--- src/source/mips_isa_pkg.sv ---
package mips_isa_pkg;

    typedef enum logic [3:0] {
        SB  = 4'd0,
        SH  = 4'd1,
        SW  = 4'd2,
        SWL = 4'd3,
        SWR = 4'd4,
        LBU = 4'd5,
        LB  = 4'd6,
        LHU = 4'd7,
        LH  = 4'd8,
        LWL = 4'd9,
        LWR = 4'd10,
        LW  = 4'd11,
        LL  = 4'd12,
        SC  = 4'd13
    } mem_op_e;

    typedef logic [4:0] exc_code_t;

    localparam exc_code_t EXC_MOD  = 5'd1;  // Store to clean page
    localparam exc_code_t EXC_TLBL = 5'd2;
    localparam exc_code_t EXC_TLBS = 5'd3;
    localparam exc_code_t EXC_ADEL = 5'd4;
    localparam exc_code_t EXC_ADES = 5'd5;

    localparam logic [2:0] CCA_CACHEABLE = 3'd3;  // Cacheable noncoherent
    localparam logic [2:0] SEG_KSEG0     = 3'd4;  // vaddr[31:29]
    localparam logic [2:0] SEG_KSEG1     = 3'd5;

    // kuseg, kseg2 and kseg3 go through the TLB
    function automatic logic is_mapped(input logic [31:0] vaddr);
        return !vaddr[31] || (vaddr[31] && vaddr[30]);
    endfunction

endpackage

--- src/source/mem_access_pkg.sv ---
package mem_access_pkg;

    typedef logic [31:0] vaddr_t;
    typedef logic [31:0] paddr_t;
    typedef logic [31:0] word_t;
    typedef logic [19:0] pfn_t;
    typedef logic [3:0]  lane_mask_t;
    typedef logic [7:0]  byte_t;
    typedef logic [2:0]  cca_t;
    typedef logic [1:0]  size_t;  // 0 byte, 1 half, 2 word

    localparam int LANES            = 4;
    localparam int PAGE_OFFSET_BITS = 12;

    typedef struct packed {
        logic found;
        logic valid;
        logic dirty;
        pfn_t pfn;
        cca_t cca;
    } tlb_result_t;

    typedef struct packed {
        vaddr_t                vaddr;
        mips_isa_pkg::mem_op_e op;
        word_t                 rt;     // Store source register
        tlb_result_t           tlb;
    } mem_req_t;

    typedef struct packed {
        logic                    exc;
        logic                    refill;
        mips_isa_pkg::exc_code_t code;
        vaddr_t                  badvaddr;
    } exc_info_t;

    typedef struct packed {
        paddr_t     paddr;
        logic       uncached;
        lane_mask_t wr_lanes;
        word_t      wdata;
        lane_mask_t rd_lanes;
        logic       rd_signed;
        size_t      size;
        logic       sc_ok;
        exc_info_t  fault;
    } mem_resp_t;

endpackage

--- src/source/access_ctrl.sv ---
`timescale 1ns/10ps

module access_ctrl (
    input  logic                       clk,
    input  logic                       rst,
    input  logic                       req,
    input  mem_access_pkg::mem_req_t   req_in,
    input  mem_access_pkg::paddr_t     paddr,
    input  logic                       uncached,
    input  mem_access_pkg::exc_info_t  fault,
    input  logic                       sc_ok,
    input  mem_access_pkg::lane_mask_t lane_strobe,
    input  mem_access_pkg::word_t      lane_data,
    input  mem_access_pkg::lane_mask_t rd_lanes,
    input  logic                       rd_signed,
    input  mem_access_pkg::size_t      size,
    output logic                       ack,
    output mem_access_pkg::mem_req_t   held,
    output logic                       commit,
    output mem_access_pkg::mem_resp_t  resp
);

    typedef enum logic [1:0] {
        IDLE,
        EVAL,
        DONE
    } state_e;

    state_e                    state;
    state_e                    state_nxt;
    logic                      wr_kill;
    mem_access_pkg::mem_resp_t resp_nxt;

    always_comb begin
        state_nxt = state;
        case (state)
            IDLE: begin
                if (req) begin
                    state_nxt = EVAL;
                end
            end
            EVAL: begin
                state_nxt = DONE;  // Response ready after one cycle
            end
            DONE: begin
                if (!req) begin
                    state_nxt = IDLE;
                end
            end
            default: begin
                state_nxt = IDLE;
            end
        endcase
    end

    always_ff @(posedge clk) begin
        if (rst) begin
            state <= IDLE;
        end else begin
            state <= state_nxt;
        end
    end

    always_ff @(posedge clk) begin
        if (state == IDLE && req) begin
            held <= req_in;
        end
    end

    assign commit = (state == EVAL);
    assign ack    = (state == DONE);  // Held through back-pressure

    // A failed SC must not reach memory
    assign wr_kill = fault.exc || (held.op == mips_isa_pkg::SC && !sc_ok);

    always_comb begin
        resp_nxt           = '0;
        resp_nxt.paddr     = paddr;
        resp_nxt.uncached  = uncached;
        resp_nxt.wr_lanes  = wr_kill ? '0 : lane_strobe;
        resp_nxt.wdata     = wr_kill ? '0 : lane_data;
        resp_nxt.rd_lanes  = fault.exc ? '0 : rd_lanes;
        resp_nxt.rd_signed = rd_signed;
        resp_nxt.size      = size;
        resp_nxt.sc_ok     = sc_ok;
        resp_nxt.fault     = fault;
    end

    always_ff @(posedge clk) begin
        if (rst) begin
            resp <= '0;
        end else if (commit) begin
            resp <= resp_nxt;
        end
    end

endmodule

--- src/source/addr_translate.sv ---
`timescale 1ns/10ps

module addr_translate (
    input  mem_access_pkg::mem_req_t held,
    input  mem_access_pkg::cca_t     config_k0,
    output mem_access_pkg::paddr_t   paddr,
    output logic                     uncached
);

    localparam int OFS = mem_access_pkg::PAGE_OFFSET_BITS;

    logic       mapped;
    logic       kseg0;
    logic       kseg1;
    logic [2:0] seg;

    assign seg    = held.vaddr[31:29];
    assign mapped = mips_isa_pkg::is_mapped(held.vaddr);
    assign kseg0  = (seg == mips_isa_pkg::SEG_KSEG0);
    assign kseg1  = (seg == mips_isa_pkg::SEG_KSEG1);

    always_comb begin
        if (mapped) begin
            paddr = {held.tlb.pfn, held.vaddr[OFS-1:0]};
        end else begin
            paddr = {3'b000, held.vaddr[28:0]};  // Direct window
        end
    end

    // kseg1 is always uncached, kseg0 follows Config.K0
    assign uncached = kseg1
                   || (kseg0 && config_k0 != mips_isa_pkg::CCA_CACHEABLE)
                   || (mapped && held.tlb.cca != mips_isa_pkg::CCA_CACHEABLE);

endmodule

--- src/source/access_fault.sv ---
`timescale 1ns/10ps

module access_fault (
    input  mem_access_pkg::mem_req_t  held,
    output mem_access_pkg::exc_info_t fault
);

    logic mapped;
    logic is_store;
    logic ades;
    logic adel;
    logic addr_err;
    logic tlb_miss;
    logic tlb_inv;
    logic tlb_mod;
    logic ofs_half;
    logic ofs_word;

    assign mapped   = mips_isa_pkg::is_mapped(held.vaddr);
    assign ofs_half = held.vaddr[0];
    assign ofs_word = (held.vaddr[1:0] != 2'b00);

    always_comb begin
        case (held.op)
            mips_isa_pkg::SB, mips_isa_pkg::SH, mips_isa_pkg::SW,
            mips_isa_pkg::SWL, mips_isa_pkg::SWR, mips_isa_pkg::SC: is_store = 1'b1;
            default: is_store = 1'b0;
        endcase
    end

    // SWL/SWR/LWL/LWR are unaligned by design
    assign ades = (held.op == mips_isa_pkg::SH && ofs_half)
               || ((held.op == mips_isa_pkg::SW || held.op == mips_isa_pkg::SC) && ofs_word);
    assign adel = ((held.op == mips_isa_pkg::LH || held.op == mips_isa_pkg::LHU) && ofs_half)
               || ((held.op == mips_isa_pkg::LW || held.op == mips_isa_pkg::LL) && ofs_word);
    assign addr_err = ades || adel;

    assign tlb_miss = mapped && !held.tlb.found;
    assign tlb_inv  = mapped && !(held.tlb.found && held.tlb.valid);  // Includes miss
    assign tlb_mod  = mapped && is_store && held.tlb.found && held.tlb.valid
                   && !held.tlb.dirty;

    always_comb begin
        fault        = '0;
        fault.exc    = addr_err || tlb_inv || tlb_mod;
        fault.refill = !addr_err && tlb_miss;
        if (ades) begin
            fault.code = mips_isa_pkg::EXC_ADES;
        end else if (adel) begin
            fault.code = mips_isa_pkg::EXC_ADEL;
        end else if (tlb_inv) begin
            fault.code = is_store ? mips_isa_pkg::EXC_TLBS : mips_isa_pkg::EXC_TLBL;
        end else if (tlb_mod) begin
            fault.code = mips_isa_pkg::EXC_MOD;
        end
        if (fault.exc) begin
            fault.badvaddr = held.vaddr;
        end
    end

endmodule

--- src/source/link_monitor.sv ---
`timescale 1ns/10ps

module link_monitor (
    input  logic                     clk,
    input  logic                     rst,
    input  mem_access_pkg::mem_req_t held,
    input  logic                     commit,
    input  logic                     fault_exc,
    output logic                     sc_ok
);

    logic                   link;
    mem_access_pkg::vaddr_t link_addr;

    always_ff @(posedge clk) begin
        if (rst) begin
            link <= 1'b0;
        end else if (commit) begin
            if (fault_exc) begin
                link <= 1'b0;  // Any exception breaks the RMW sequence
            end else if (held.op == mips_isa_pkg::LL) begin
                link <= 1'b1;
            end else if (held.op == mips_isa_pkg::SC) begin
                link <= 1'b0;  // Pass or fail
            end
        end
    end

    always_ff @(posedge clk) begin
        if (commit && !fault_exc && held.op == mips_isa_pkg::LL) begin
            link_addr <= held.vaddr;
        end
    end

    assign sc_ok = link && held.op == mips_isa_pkg::SC
                && link_addr == held.vaddr && !fault_exc;

endmodule

--- src/source/byte_lane.sv ---
`timescale 1ns/10ps

module byte_lane #(
    parameter int LANE = 0
) (
    input  mem_access_pkg::mem_req_t held,
    output logic                     strobe,
    output mem_access_pkg::byte_t    data
);

    localparam logic [1:0] IDX = LANE[1:0];

    logic [1:0]            k;
    mem_access_pkg::word_t swl_word;
    mem_access_pkg::word_t swr_word;
    mem_access_pkg::byte_t lane_byte;

    assign k        = held.vaddr[1:0];
    assign swl_word = held.rt >> {2'd3 - k, 3'b000};  // Upper bytes toward lane 0
    assign swr_word = held.rt << {k, 3'b000};

    always_comb begin
        strobe    = 1'b0;
        lane_byte = '0;
        case (held.op)
            mips_isa_pkg::SB: begin
                strobe    = (k == IDX);
                lane_byte = held.rt[7:0];
            end
            mips_isa_pkg::SH: begin
                strobe    = (k[1] == IDX[1]);
                lane_byte = IDX[0] ? held.rt[15:8] : held.rt[7:0];
            end
            mips_isa_pkg::SWL: begin
                strobe    = (IDX <= k);
                lane_byte = swl_word[8*LANE +: 8];
            end
            mips_isa_pkg::SWR: begin
                strobe    = (IDX >= k);
                lane_byte = swr_word[8*LANE +: 8];
            end
            mips_isa_pkg::SW, mips_isa_pkg::SC: begin
                strobe    = 1'b1;
                lane_byte = held.rt[8*LANE +: 8];
            end
            default: begin
                strobe = 1'b0;  // Loads
            end
        endcase
    end

    assign data = strobe ? lane_byte : '0;

endmodule

--- src/source/load_format.sv ---
`timescale 1ns/10ps

module load_format (
    input  mem_access_pkg::mem_req_t   held,
    output mem_access_pkg::lane_mask_t rd_lanes,
    output logic                       rd_signed,
    output mem_access_pkg::size_t      size
);

    logic [1:0] k;

    assign k = held.vaddr[1:0];

    always_comb begin
        case (held.op)
            mips_isa_pkg::LB, mips_isa_pkg::LBU: rd_lanes = 4'b0001 << k;
            mips_isa_pkg::LH, mips_isa_pkg::LHU: rd_lanes = k[1] ? 4'b1100 : 4'b0011;
            mips_isa_pkg::LWL: begin
                case (k)
                    2'd0:    rd_lanes = 4'b0001;
                    2'd1:    rd_lanes = 4'b0011;
                    2'd2:    rd_lanes = 4'b0111;
                    default: rd_lanes = 4'b1111;
                endcase
            end
            mips_isa_pkg::LWR: rd_lanes = 4'b1111 << k;
            mips_isa_pkg::LW, mips_isa_pkg::LL: rd_lanes = 4'b1111;
            default: rd_lanes = 4'b0000;  // Stores
        endcase
    end

    assign rd_signed = (held.op == mips_isa_pkg::LB) || (held.op == mips_isa_pkg::LH);

    always_comb begin
        case (held.op)
            mips_isa_pkg::SB, mips_isa_pkg::LB, mips_isa_pkg::LBU: size = 2'd0;
            mips_isa_pkg::SH, mips_isa_pkg::LH, mips_isa_pkg::LHU: size = 2'd1;
            default: size = 2'd2;
        endcase
    end

endmodule

--- src/source/mem_access_unit.sv ---
`timescale 1ns/10ps

module mem_access_unit (
    input  logic                      clk,
    input  logic                      rst,
    input  logic                      req,
    input  mem_access_pkg::mem_req_t  req_in,
    input  mem_access_pkg::cca_t      config_k0,
    output logic                      ack,
    output mem_access_pkg::mem_resp_t resp
);

    mem_access_pkg::mem_req_t   held;
    mem_access_pkg::paddr_t     paddr;
    mem_access_pkg::exc_info_t  fault;
    mem_access_pkg::lane_mask_t lane_strobe;
    mem_access_pkg::word_t      lane_data;
    mem_access_pkg::lane_mask_t rd_lanes;
    mem_access_pkg::size_t      size;
    logic                       uncached;
    logic                       sc_ok;
    logic                       rd_signed;
    logic                       commit;

    access_ctrl u_access_ctrl (
        .clk         (clk),
        .rst         (rst),
        .req         (req),
        .req_in      (req_in),
        .paddr       (paddr),
        .uncached    (uncached),
        .fault       (fault),
        .sc_ok       (sc_ok),
        .lane_strobe (lane_strobe),
        .lane_data   (lane_data),
        .rd_lanes    (rd_lanes),
        .rd_signed   (rd_signed),
        .size        (size),
        .ack         (ack),
        .held        (held),
        .commit      (commit),
        .resp        (resp)
    );

    addr_translate u_addr_translate (
        .held      (held),
        .config_k0 (config_k0),
        .paddr     (paddr),
        .uncached  (uncached)
    );

    access_fault u_access_fault (
        .held  (held),
        .fault (fault)
    );

    link_monitor u_link_monitor (
        .clk       (clk),
        .rst       (rst),
        .held      (held),
        .commit    (commit),
        .fault_exc (fault.exc),
        .sc_ok     (sc_ok)
    );

    load_format u_load_format (
        .held      (held),
        .rd_lanes  (rd_lanes),
        .rd_signed (rd_signed),
        .size      (size)
    );

    for (genvar i = 0; i < mem_access_pkg::LANES; i++) begin : g_lane
        byte_lane #(
            .LANE (i)
        ) u_byte_lane (
            .held   (held),
            .strobe (lane_strobe[i]),
            .data   (lane_data[8*i +: 8])
        );
    end

endmodule

--- config.mk ---
export PLATFORM = sky130hd
export DESIGN_NAME = mem_access_unit
export DESIGN_NICKNAME = d
export VERILOG_FILES = /design/src/source/mips_isa_pkg.sv /design/src/source/mem_access_pkg.sv /design/src/source/access_ctrl.sv /design/src/source/addr_translate.sv /design/src/source/access_fault.sv /design/src/source/link_monitor.sv /design/src/source/byte_lane.sv /design/src/source/load_format.sv /design/src/source/mem_access_unit.sv
export SDC_FILE = /design/constraint.sdc
export NUM_CORES = 1
export LEC_CHECK = 0
export BUFFER_PORTS_ARGS = -buffer_cell sky130_fd_sc_hd__buf_2
export CORE_ASPECT_RATIO = 1.2
export CORE_MARGIN = 4
export CORE_UTILIZATION = 61
export DETAILED_ROUTE_END_ITERATION = 10
export PLACE_DENSITY_LB_ADDON = 0.05
export SYNTH_ARGS = -nofsm -noshare
export SYNTH_HDL_FRONTEND = slang
export SYNTH_HIERARCHICAL = 1
export SYNTH_SLANG_ARGS = --single-unit
--- constraint.sdc ---
create_clock -name clk -period 13.24 [get_ports clk]
set_clock_uncertainty 0.2 [all_clocks]
set_input_delay 0.662 -clock clk [delete_from_list [all_inputs] [get_ports clk]]
set_output_delay 0.662 -clock clk [all_outputs]
set_load 0.005 [all_outputs]
-- Word level (Yosys, flattened, before mapping)
Index checks and enable logic that the tools add are counted.
- bitwise logic cells: 1
- reductions and logical operators: 59
- eq/ne operators: 25
- muxes and demuxes: 33
- add/sub/neg operators: 1
- magnitude comparators: 8
- shifts and indexed selects: 4
- operators with widths (operator ; count):
    $mux 32 ; 3
    $pmux 8 s4 ; 2
    $pmux 8 s5 ; 1
    $eq 32x32->1 ; 1
    $mux 8 ; 4
    $shl 32x5->32 ; 1
    $shr 32x5->32 ; 1
    $eq 4x4->1 const B ; 6
    $pmux 8 s3 ; 1
    $logic_and 1x1->1 ; 22
    $pmux 1 s5 ; 4
    $pmux 4 s5 ; 1
    $eq 4x3->1 const B ; 4
    $mux 5 ; 3
    $logic_or 1x1->1 ; 13
    $mux 4 ; 3
    $pmux 4 s3 ; 1
    $reduce_or 2->1 ; 5
    $reduce_or 3->1 ; 3
    $eq 4x2->1 const B ; 2
    $logic_not 1->1 ; 7
    $eq 2x2->1 const B ; 3
    $eq 3x3->1 const B ; 2
    $mux 1 ; 6
    other kinds (22) ; 32
- input port bits: 100
- word-level logic and storage cells: 154
- output and inout port bits: 117
- bits in registers: 245

-- Logic depth before layout (Yosys ltp)
Gate-level depths: netlist (run 1).
- depth after elaboration: 14
- depth in mapped cells: 14
- gate-level depth less buffers: 10

-- Cells and area by module
Netlist (run 1), hierarchy kept.
- modules (own cells, without submodules) (module ; area each (um^2) ; seq. area each (um^2) ; times used ; cells each):
    access_ctrl ; 6796.5 ; 5185.0 ; 1 ; 533
    link_monitor ; 1386.3 ; 980.9 ; 1 ; 83
    byte_lane at g_lane[2].u_byte_lane ; 730.7 ; 0.0 ; 1 ; 97
    byte_lane at g_lane[3].u_byte_lane ; 671.9 ; 0.0 ; 1 ; 70
    access_fault ; 665.6 ; 0.0 ; 1 ; 74
    byte_lane at g_lane[1].u_byte_lane ; 491.7 ; 0.0 ; 1 ; 72
    addr_translate ; 429.2 ; 0.0 ; 1 ; 38
    byte_lane at g_lane[0].u_byte_lane ; 415.4 ; 0.0 ; 1 ; 39
    load_format ; 292.8 ; 0.0 ; 1 ; 46

-- Worst setup path before layout (run 1)
OpenSTA, ideal clock, no wires.
- path type: input port to flip-flop
- start point: input req
- end point: register, netlist name u_access_ctrl/held[0]
- arrival: 7445 ps
- library setup time: 682 ps
- setup slack: 4913 ps
- cell stages on the path: 1
- buffers on the path: 0
- data required time: 12358 ps
- path through: nor3b_1
- cells in the longest elaborated chain, start to end: 1
- RTL lines (element ; line ; RTL):
    start: declaration ; mem_access_unit.sv:6 ; input logic req,
    $logic_and 1x1->1 ; access_ctrl.sv:65 ; if (state == IDLE && req) begin
Every way passes these cells.
A chain may end at the register's enable or synchronous reset.

==> run_results.csv, run 1 <==
group,metric,value,unit
synthesis,ys_top_cells_by_count,"sky130_fd_sc_hd__nand2_1 (179), sky130_fd_sc_hd__edfxtp_1 (126), sky130_fd_sc_hd__dfxtp_1 (119)",
pwr,p_leak,5.22,nW
timing,layout_min_cycle_time,4.89,ns
clock_tree,post_cts_buffers,0,
timing,post-route-period-util,36.9,%
worst_setup_path,timing.critical_path.slowest_cell_delay,1.04,ns
status,run_status,"finished, final reports clean",
timing,final-setup-viol-count,0,
synthesis,ys_async_sr_fraction,0,%
worst_setup_path,start_to_end_type_of_the_worst_setup_path,"flop to flop",
placed_design,detailedPlace.worstSlack,8.46,ns
routing,route.vias.total,8895,
grt,grtUsageTotal,26.6,%
synthesis,yosys.area_share.simple,13.2,%
timing,rsz0062_at_grt,"no",
clock_tree,cell_at_the_root_of_the_clock_tree,"sky130_fd_sc_hd__clkbuf_16",
grt,global_route.overflow_total,0,
synthesis,synthDistinctLibCells,91,
clock_tree,ctsHoldBuffers,0,
clock_tree,cts.htree.levels,1,
clock_tree,insertion_delay,0.51,ns
worst_setup_path,worst_ep_arrival,5.14,ns
clock_tree,cts_num_sinks,245,
synthesis,netlist_instances,1052,
synthesis,synthMuxAreaShare,8.32,%
synthesis,synth_largest_area_cell,"sky130_fd_sc_hd__edfxtp_1",
timing,hold_violations,0,
floorplanning,initial_core_util,62.5,%
layout,layout-area-overhead-vs-synth,13.9,%
synthesis,main_combinational_cell_family_by_area_after_synthesis,"compound AO/OA/AOI/OAI gates",
floorplanning,floorplan.die.height,161,um
timing,slew_violations,0,
floorplanning,die-area,0.0218,mm2
synthesis,synthesis.area,0.0119,mm2
worst_setup_path,cpMostUsedCell,"sky130_fd_sc_hd__nand2_2",
routing,wl,30.1,mm
layout,finalNetCount,1317,
routing,dr.first_iter.drc_count,768,
synthesis,synth_most_common_cell,"sky130_fd_sc_hd__nand2_1",
worst_setup_path,critPathSlowestCell,"sky130_fd_sc_hd__o211a_1",
synthesis,postSynth.topFlopCell,"sky130_fd_sc_hd__edfxtp_1",
clock_tree,cts-resized-gates,0,
synthesis,seq_area_frac_synth,51.9,%
routing,drt-pass1-iter-count,5,
synthesis,post_synthesis_xor_xnor_area_fraction,2.65,%
placed_design,place.port_buffers,216,
worst_setup_path,path_depth,11,
worst_setup_path,cp_top_family,"simple AND/OR/NAND/NOR gates",
routing,ant_nets,0,
floorplanning,x_dimension_of_the_die,135,um
layout,diodes,0,
placed_design,place_hpwl,19.9,mm
clock_tree,tritoncts.num_buffers,24,
hold_path,min_path_cells,1,
pwr,ir_drop,0.113,mV
timing,maximum_achievable_frequency,205,MHz
timing,slew-limit-headroom,15.7,%
synthesis,post_synth_fa_ha_maj_area_fraction,0.179,%
layout,filler_cell_count,1478,
floorplanning,placementRows,55,
worst_setup_path,endpoint_kind,"flop",
synthesis,synth-edff-count,126,
synthesis,postSynthRegisterBits,245,
floorplanning,placeableCoreArea,0.0190,mm2
synthesis,ys_warn_count,6,
worst_setup_path,worst_path_buf_inv,1,
worst_setup_path,rr_worst_depth,11,
synthesis,yosys-top-cells-area,"sky130_fd_sc_hd__edfxtp_1 (32%), sky130_fd_sc_hd__dfxtp_1 (20%), sky130_fd_sc_hd__nand2_1 (5.7%)",
worst_setup_path,critical_path.cell_chain,"buf_4 > a21oi_1 > o21a_1 > nand2_2 > nand2_2 > and4bb_1 > nand4_1 > or4_1 > nor3_2 > o211a_1 > a22o_1",
timing,fin_tns_setup,0,ns
clock_tree,cts_tree,"yes",
clock_tree,clk_pin_slew_worst_paths,0.06,ns
routing,route.detailed.vias_per_inst,5.97,
synthesis,synth.avg_cell_area,11.3,um2
clock_tree,clock_tree.buffer_depth,3,
run,cap_violations,0,
placed_design,finalWeightedCongestion,0.972,
grt,grt_pass1_vias,8408,
routing,routed_wire_length_per_instance,20.2,um
worst_setup_path,worstPathMaxFanout,56,
floorplanning,io-pin-count,217,
worst_setup_path,crit_required,13.49,ns
synthesis,yosys.area.top_type_share,31.8,%
timing,worst-slew-pin-transition,1.26,ns
worst_setup_path,timing.critical_path.from_type,"flop",
synthesis,synth_compound_gate_area_share,18.0,%
grt,maximum_number_of_pins_on_one_net_before_global_route_repair,86,
hold_path,min-delay-path-class,"input port to flop",
grt,grt_pass1_wl,46.3,mm
layout,drive_gt1_share,30.6,%
pwr,pwr_density_cell,129,mW/mm2
grt,grt_antenna_before_repair,0,
timing,post-route-worst-setup-slack,8.35,ns
routing,post-route-drc-count,0,
layout by cell type, fill, tap and decap left out, types with 9 or more instances in the layout:
master	netlist	layout
sky130_fd_sc_hd__a22oi_1	17	17
sky130_fd_sc_hd__a21boi_2	29	29
sky130_fd_sc_hd__inv_1	9	9
sky130_fd_sc_hd__dfxtp_1	119	119
sky130_fd_sc_hd__nor3b_1	10	9
sky130_fd_sc_hd__nand2b_1	15	14
sky130_fd_sc_hd__edfxtp_1	126	126
sky130_fd_sc_hd__a31oi_1	13	13
sky130_fd_sc_hd__nor2b_1	14	14
sky130_fd_sc_hd__mux2_2	17	17
sky130_fd_sc_hd__nand2_1	179	178
sky130_fd_sc_hd__o21ai_1	10	10
sky130_fd_sc_hd__xor2_1	18	18
sky130_fd_sc_hd__a22o_1	45	45
sky130_fd_sc_hd__o21ai_0	11	11
sky130_fd_sc_hd__nor2_1	26	26
sky130_fd_sc_hd__xnor2_1	18	18
sky130_fd_sc_hd__a211o_1	9	9
sky130_fd_sc_hd__nand3_1	13	13
sky130_fd_sc_hd__buf_4	30	13
sky130_fd_sc_hd__mux4_2	9	9
sky130_fd_sc_hd__a21oi_1	105	105
sky130_fd_sc_hd__clkbuf_16	0	25
sky130_fd_sc_hd__mux2_4	16	16
sky130_fd_sc_hd__mux2i_1	17	17
sky130_fd_sc_hd__buf_2	19	215
kinds of logic (layout without fill, tap and decap cells):
group / after synthesis / after routing
AOI/OAI and AO/OA: 292 / 292
muxes: 66 / 66
xor gates and xnor gates: 36 / 36
other: 1 / 2
and+or+nand+nor: 309 / 309
buffers and inverters: 101 / 283
DFF: 245 / 245
adders and majority gates: 2 / 2
flip-flops by register name, summed over array words and instances (netlist names):
register,flops
u_access_ctrl/state,2
u_access_ctrl/resp,116
u_link_monitor/link,1
u_access_ctrl/held,94
u_link_monitor/link_addr,32
power by group:
part           switching, mW  leakage [nW]  internal (mW)  total [mW]
sequential            0.0319          2.15          0.836       0.868
combinational          0.123          2.69         0.0906       0.213
clock                  0.276         0.375          0.386       0.662
total                  0.431          5.22           1.31        1.74
per-layer routing:
layer | GRT usage (%) | routed length [um] | part of all wire [%] | vias up
li1 | - | - | - | 4189
met1 | 32.9 | 11300 | 37 | 4273
met2 | 46.9 | 15700 | 52 | 351
met3 | 3.41 | 1790 | 5.9 | 82
met4 | 11.2 | 1340 | 4.4 | 0
met5 | 0 | 0 | 0 | -
final timing paths:
kind,from,end,slack (ns)
worst max-delay path,u_access_ctrl/held[58],u_access_ctrl/resp[60],8.35
worst min register to register,u_access_ctrl/resp[97],u_access_ctrl/resp[97],0.25
worst max register to register,u_access_ctrl/held[58],u_access_ctrl/resp[60],8.35
worst min-delay path,req_in[34],u_access_ctrl/held[34],0.12
cell type report:
type                       count  area (um2)  area share [%]
clock inverter                11         106           0.786
inverter                      11        41.3           0.305
multi-input combinational    707        5060            37.4
sequential                   245        6170            45.6
tap                          256         320            2.37
clock buffer                  33         656            4.85
timing repair buffer         228        1170            8.68
metrics by stage:
step	hold slack, ns	instances	utilization, %	power (mW)	instance area (um2)
6_report	0.120	1491	71.2	1.74	13500
3_3_place_gp	0.239	1447	67.2	1.09	12800
3_5_place_dp	0.243	1447	67.2	1.10	12800
4_1_cts	0.106	1491	71.2	1.75	13500
2_1_floorplan	0.248	1053	-	1.04	11900
5_1_grt	0.104	1491	71.2	1.81	13500
(Power assumes the default switching activity.)
==> run 2: changes to the inputs <==
--- a/config.mk
+++ b/config.mk
@@ -5,10 +5,11 @@
 export SDC_FILE = /design/constraint.sdc
 export NUM_CORES = 1
 export LEC_CHECK = 0
+export ABC_AREA = 1
 export BUFFER_PORTS_ARGS = -buffer_cell sky130_fd_sc_hd__buf_2
 export CORE_ASPECT_RATIO = 1.2
 export CORE_MARGIN = 4
-export CORE_UTILIZATION = 61
+export CORE_UTILIZATION = 57
 export DETAILED_ROUTE_END_ITERATION = 10
 export PLACE_DENSITY_LB_ADDON = 0.05
 export SYNTH_ARGS = -nofsm -noshare
==> constraint.sdc (replaced) <==
create_clock -name clk -period 4.7 [get_ports clk]
set_clock_uncertainty 0.2 [all_clocks]
set_input_delay 0.235 -clock clk [delete_from_list [all_inputs] [get_ports clk]]
set_output_delay 0.235 -clock clk [all_outputs]
set_load 0.005 [all_outputs]
==> run_results.csv, run 2 <==
group,metric,value,unit
placed_design,dp_cells,2136,
grt,grtUsageTotal,29.8,%
worst_setup_path,regToRegStartpoint,"u_access_ctrl/held[60]",
timing,slew-limit-headroom,34.0,%
routing,wl,38.2,mm
layout,filler_cell_count,1798,
placed_design,placed_area,0.0139,mm2
grt,grt_pass1_wl,60.3,mm
synthesis,synthesis.area,0.0128,mm2
grt,maximum_number_of_pins_on_one_net_before_global_route_repair,91,
synthesis,postSynthRegisterBits,245,
worst_setup_path,worstPathMaxFanout,36,
worst_setup_path,worstReg2RegEnd,"u_access_ctrl/resp[57]",
worst_setup_path,r2r_setup_slack,1.39,ns
pwr,p_leak,7.57,nW
timing,layout_min_cycle_time,3.31,ns
clock_tree,clock_tree.buffer_depth,3,
pwr,combinationalPowerShare,14.4,%
routing,drt-pass1-iter-count,5,
run,cap_violations,0,
timing,rsz0062_at_grt,"no",
hold_path,min-delay-path-class,"input port to flop",
synthesis,ys_async_sr_fraction,0,%
layout,drive_gt1_share,17.8,%
synthesis,postSynth.topFlopCell,"sky130_fd_sc_hd__edfxtp_1",
grt,grt_pass1_vias,11725,
timing,hold_violations,0,
worst_setup_path,endpoint_kind,"flop",
pwr,ir_drop,0.343,mV
placed_design,place_hpwl,25.2,mm
layout,seq_area,0.00617,mm2
status,run_status,"finished, final reports clean",
pwr,clockPowerShare,37.4,%
clock_tree,cts_num_sinks,245,
clock_tree,cts_tree,"yes",
floorplanning,die-area,0.0250,mm2
worst_setup_path,setup.worst_path.start,"u_access_ctrl/held[60]",
pwr,netSwitchingFraction,27.1,%
floorplanning,initial_core_util,58.6,%
worst_setup_path,timing.critical_path.from_type,"flop",
timing,worst-slew-pin-transition,0.987,ns
timing,final-setup-viol-count,0,
pwr,p_int,3.73,mW
placed_design,place.port_buffers,216,
clock_tree,clk_pin_slew_worst_paths,0.07,ns
placed_design,finalWeightedCongestion,0.957,
floorplanning,io-pin-count,217,
synthesis,synth.avg_cell_area,7.50,um2
routing,routed_wire_length_per_instance,16.8,um
worst_setup_path,setup.worst_path.end,"u_access_ctrl/resp[57]",
layout,largest_reg_by_ff_count,"u_access_ctrl/resp",
synthesis,netlist_instances,1713,
clock_tree,cell_at_the_root_of_the_clock_tree,"sky130_fd_sc_hd__clkbuf_16",
clock_tree,post_cts_buffers,0,
worst_setup_path,rr_worst_depth,17,
layout,postLayoutCoreUtil,71.3,%
layout,largest_registers,"u_access_ctrl/resp x116, u_access_ctrl/held x94, u_link_monitor/link_addr x32",
layout,final_area,0.0156,mm2
layout,finalNetCount,2086,
grt,global_route.overflow_total,0,
layout,most-common-layout-cells,"sky130_fd_sc_hd__nand2_1 (612), sky130_fd_sc_hd__inv_1 (232), sky130_fd_sc_hd__buf_2 (215)",
worst_setup_path,crit_required,4.94,ns
synthesis,ys_top_cells_by_count,"sky130_fd_sc_hd__nand2_1 (612), sky130_fd_sc_hd__inv_1 (232), sky130_fd_sc_hd__nand3_1 (179)",
floorplanning,floorplan.die.height,172,um
routing,route.vias.total,12048,
clock_tree,cts.htree.levels,1,
hold_path,hold_path_startpoint,"rst",
synthesis,synth-edff-count,126,
timing,slew_violations,0,
layout,post_layout_nonfiller_instances,2277,
synthesis,ys_warn_count,6,
pwr,switching_power,1.38,mW
synthesis,yosys.area.top_type_share,29.5,%
pwr,seq_power_share,48.2,%
floorplanning,placementRows,59,
synthesis,synthDistinctLibCells,41,
routing,route.detailed.vias_per_inst,5.29,
clock_tree,tritoncts.num_buffers,24,
pwr,pwr_density_cell,327,mW/mm2
layout,layout.cells.most_common,"sky130_fd_sc_hd__nand2_1",
routing,ant_nets,0,
worst_setup_path,worst_ep_arrival,3.55,ns
grt,grt_antenna_before_repair,1,
worst_setup_path,start_to_end_type_of_the_worst_setup_path,"flop to flop",
synthesis,yosys-top-cells-area,"sky130_fd_sc_hd__edfxtp_1 (29%), sky130_fd_sc_hd__dfxtp_1 (19%), sky130_fd_sc_hd__nand2_1 (18%)",
synthesis,synth_largest_area_cell,"sky130_fd_sc_hd__edfxtp_1",
layout,multi_input_gate_area,0.00519,mm2
routing,post-route-drc-count,0,
layout,largest_reg_flops,116,
layout,layout-area-overhead-vs-synth,21.7,%
synthesis,synth_most_common_cell,"sky130_fd_sc_hd__nand2_1",
routing,dr.first_iter.drc_count,911,
floorplanning,placeableCoreArea,0.0219,mm2
layout,diodes,0,
timing,maximum_achievable_frequency,302,MHz
synthesis,seq_area_frac_synth,48.0,%
floorplanning,x_dimension_of_the_die,145,um
timing,fin_tns_setup,0,ns
pwr,finalPower,5.11,mW
clock_tree,insertion_delay,0.52,ns
timing,post-route-period-util,70.4,%
[run 2: changes by cell type after synthesis, moves of 18 or more]
cell                       before  now
sky130_fd_sc_hd__nand3_1       13  179
sky130_fd_sc_hd__a22o_1        45    0
sky130_fd_sc_hd__nor2_1        26   71
sky130_fd_sc_hd__a21boi_2      29    0
sky130_fd_sc_hd__xor2_1        18    0
sky130_fd_sc_hd__inv_1          9  232
sky130_fd_sc_hd__nand2_1      179  612
sky130_fd_sc_hd__nor2_2         0   19
sky130_fd_sc_hd__a21oi_1      105  171
[run 2: kinds of logic after synthesis]
logic type             after synthesis  share of synthesized area (%)
other                                1                         0.0292
XOR/XNOR                             8                          0.546
flip-flops                         245                           48.0
AO/OA/AOI/OAI                      189                           7.75
buffers and inverters              336                           11.7
AND/OR/NAND/NOR                    934                           31.9
[run 2: through the flow]
stage,hold WS [ns],worst slack (ns)
2_1_floorplan,0.104,1.42
3_3_place_gp,0.211,1.51
3_5_place_dp,0.213,1.43
4_1_cts,0.144,1.40
5_1_grt,0.179,0.985
6_report,0.126,1.39
[run 2: final cells by class]
cell class | instances | share of cell area (%)
clock buffers | 33 | 4.52
clock inverters | 10 | 0.512
inverters | 255 | 6.21
multi-input cells | 1133 | 33.2
flip-flops and latches | 245 | 39.5
well taps | 274 | 2.19
repair buffers | 327 | 13.9
[run 2: critical path, cell delays in order, from the launching register on]
cell and delay, ns:
sky130_fd_sc_hd__edfxtp_1 0.95, sky130_fd_sc_hd__inv_1 0.15, sky130_fd_sc_hd__nand2_1 0.12, sky130_fd_sc_hd__nand2_1 0.07, sky130_fd_sc_hd__nand3_1 0.08, sky130_fd_sc_hd__nand2_1 0.09
sky130_fd_sc_hd__nor2_4 0.11, sky130_fd_sc_hd__nand2_1 0.13, sky130_fd_sc_hd__inv_1 0.10, sky130_fd_sc_hd__nand4_2 0.09, sky130_fd_sc_hd__nor2_1 0.11, sky130_fd_sc_hd__nand3_1 0.07
sky130_fd_sc_hd__nor2_1 0.16, sky130_fd_sc_hd__nor2_1 0.07, sky130_fd_sc_hd__nand2_1 0.07, sky130_fd_sc_hd__buf_4 0.33, sky130_fd_sc_hd__nand3_1 0.11, sky130_fd_sc_hd__a21oi_1 0.18
[run 2: layer usage]
| metal | global-route usage, % | part of all wire [%] |
|---|---|---|
| met1 | 31.6 | 35 |
| met2 | 57.3 | 54 |
| met3 | 3.46 | 4.5 |
| met4 | 18.1 | 6.6 |
| met5 | 0 | 0.021 |
[run 2: power groups by stage]
stage	Combinational, mW	Clock, mW	Sequential, mW
4_1_cts	0.728	1.93	2.46
3_5_place_dp	0.663	0	2.51
5_1_grt	0.819	2.04	2.47
2_1_floorplan	0.469	0	2.48
3_3_place_gp	0.653	0	2.51
6_report	0.737	1.91	2.46
[run 2: worst min-delay path by stage]
stage | end | slack [ns] | cells after the start
floorplan | u_link_monitor/link | 0.10 | 1
global placement | u_access_ctrl/held[72] | 0.21 | 1
detailed placement | u_access_ctrl/held[9] | 0.21 | 1
CTS | u_access_ctrl/resp[22] | 0.14 | 2
global route | u_access_ctrl/resp[25] | 0.18 | 2
finish | u_access_ctrl/resp[22] | 0.13 | 2
[run 2: timing repair]
item / in CTS / in global routing
resized for setup: 0 / 0
hold endpoints to repair: 97 / 0
hold buffers: 98 / 0
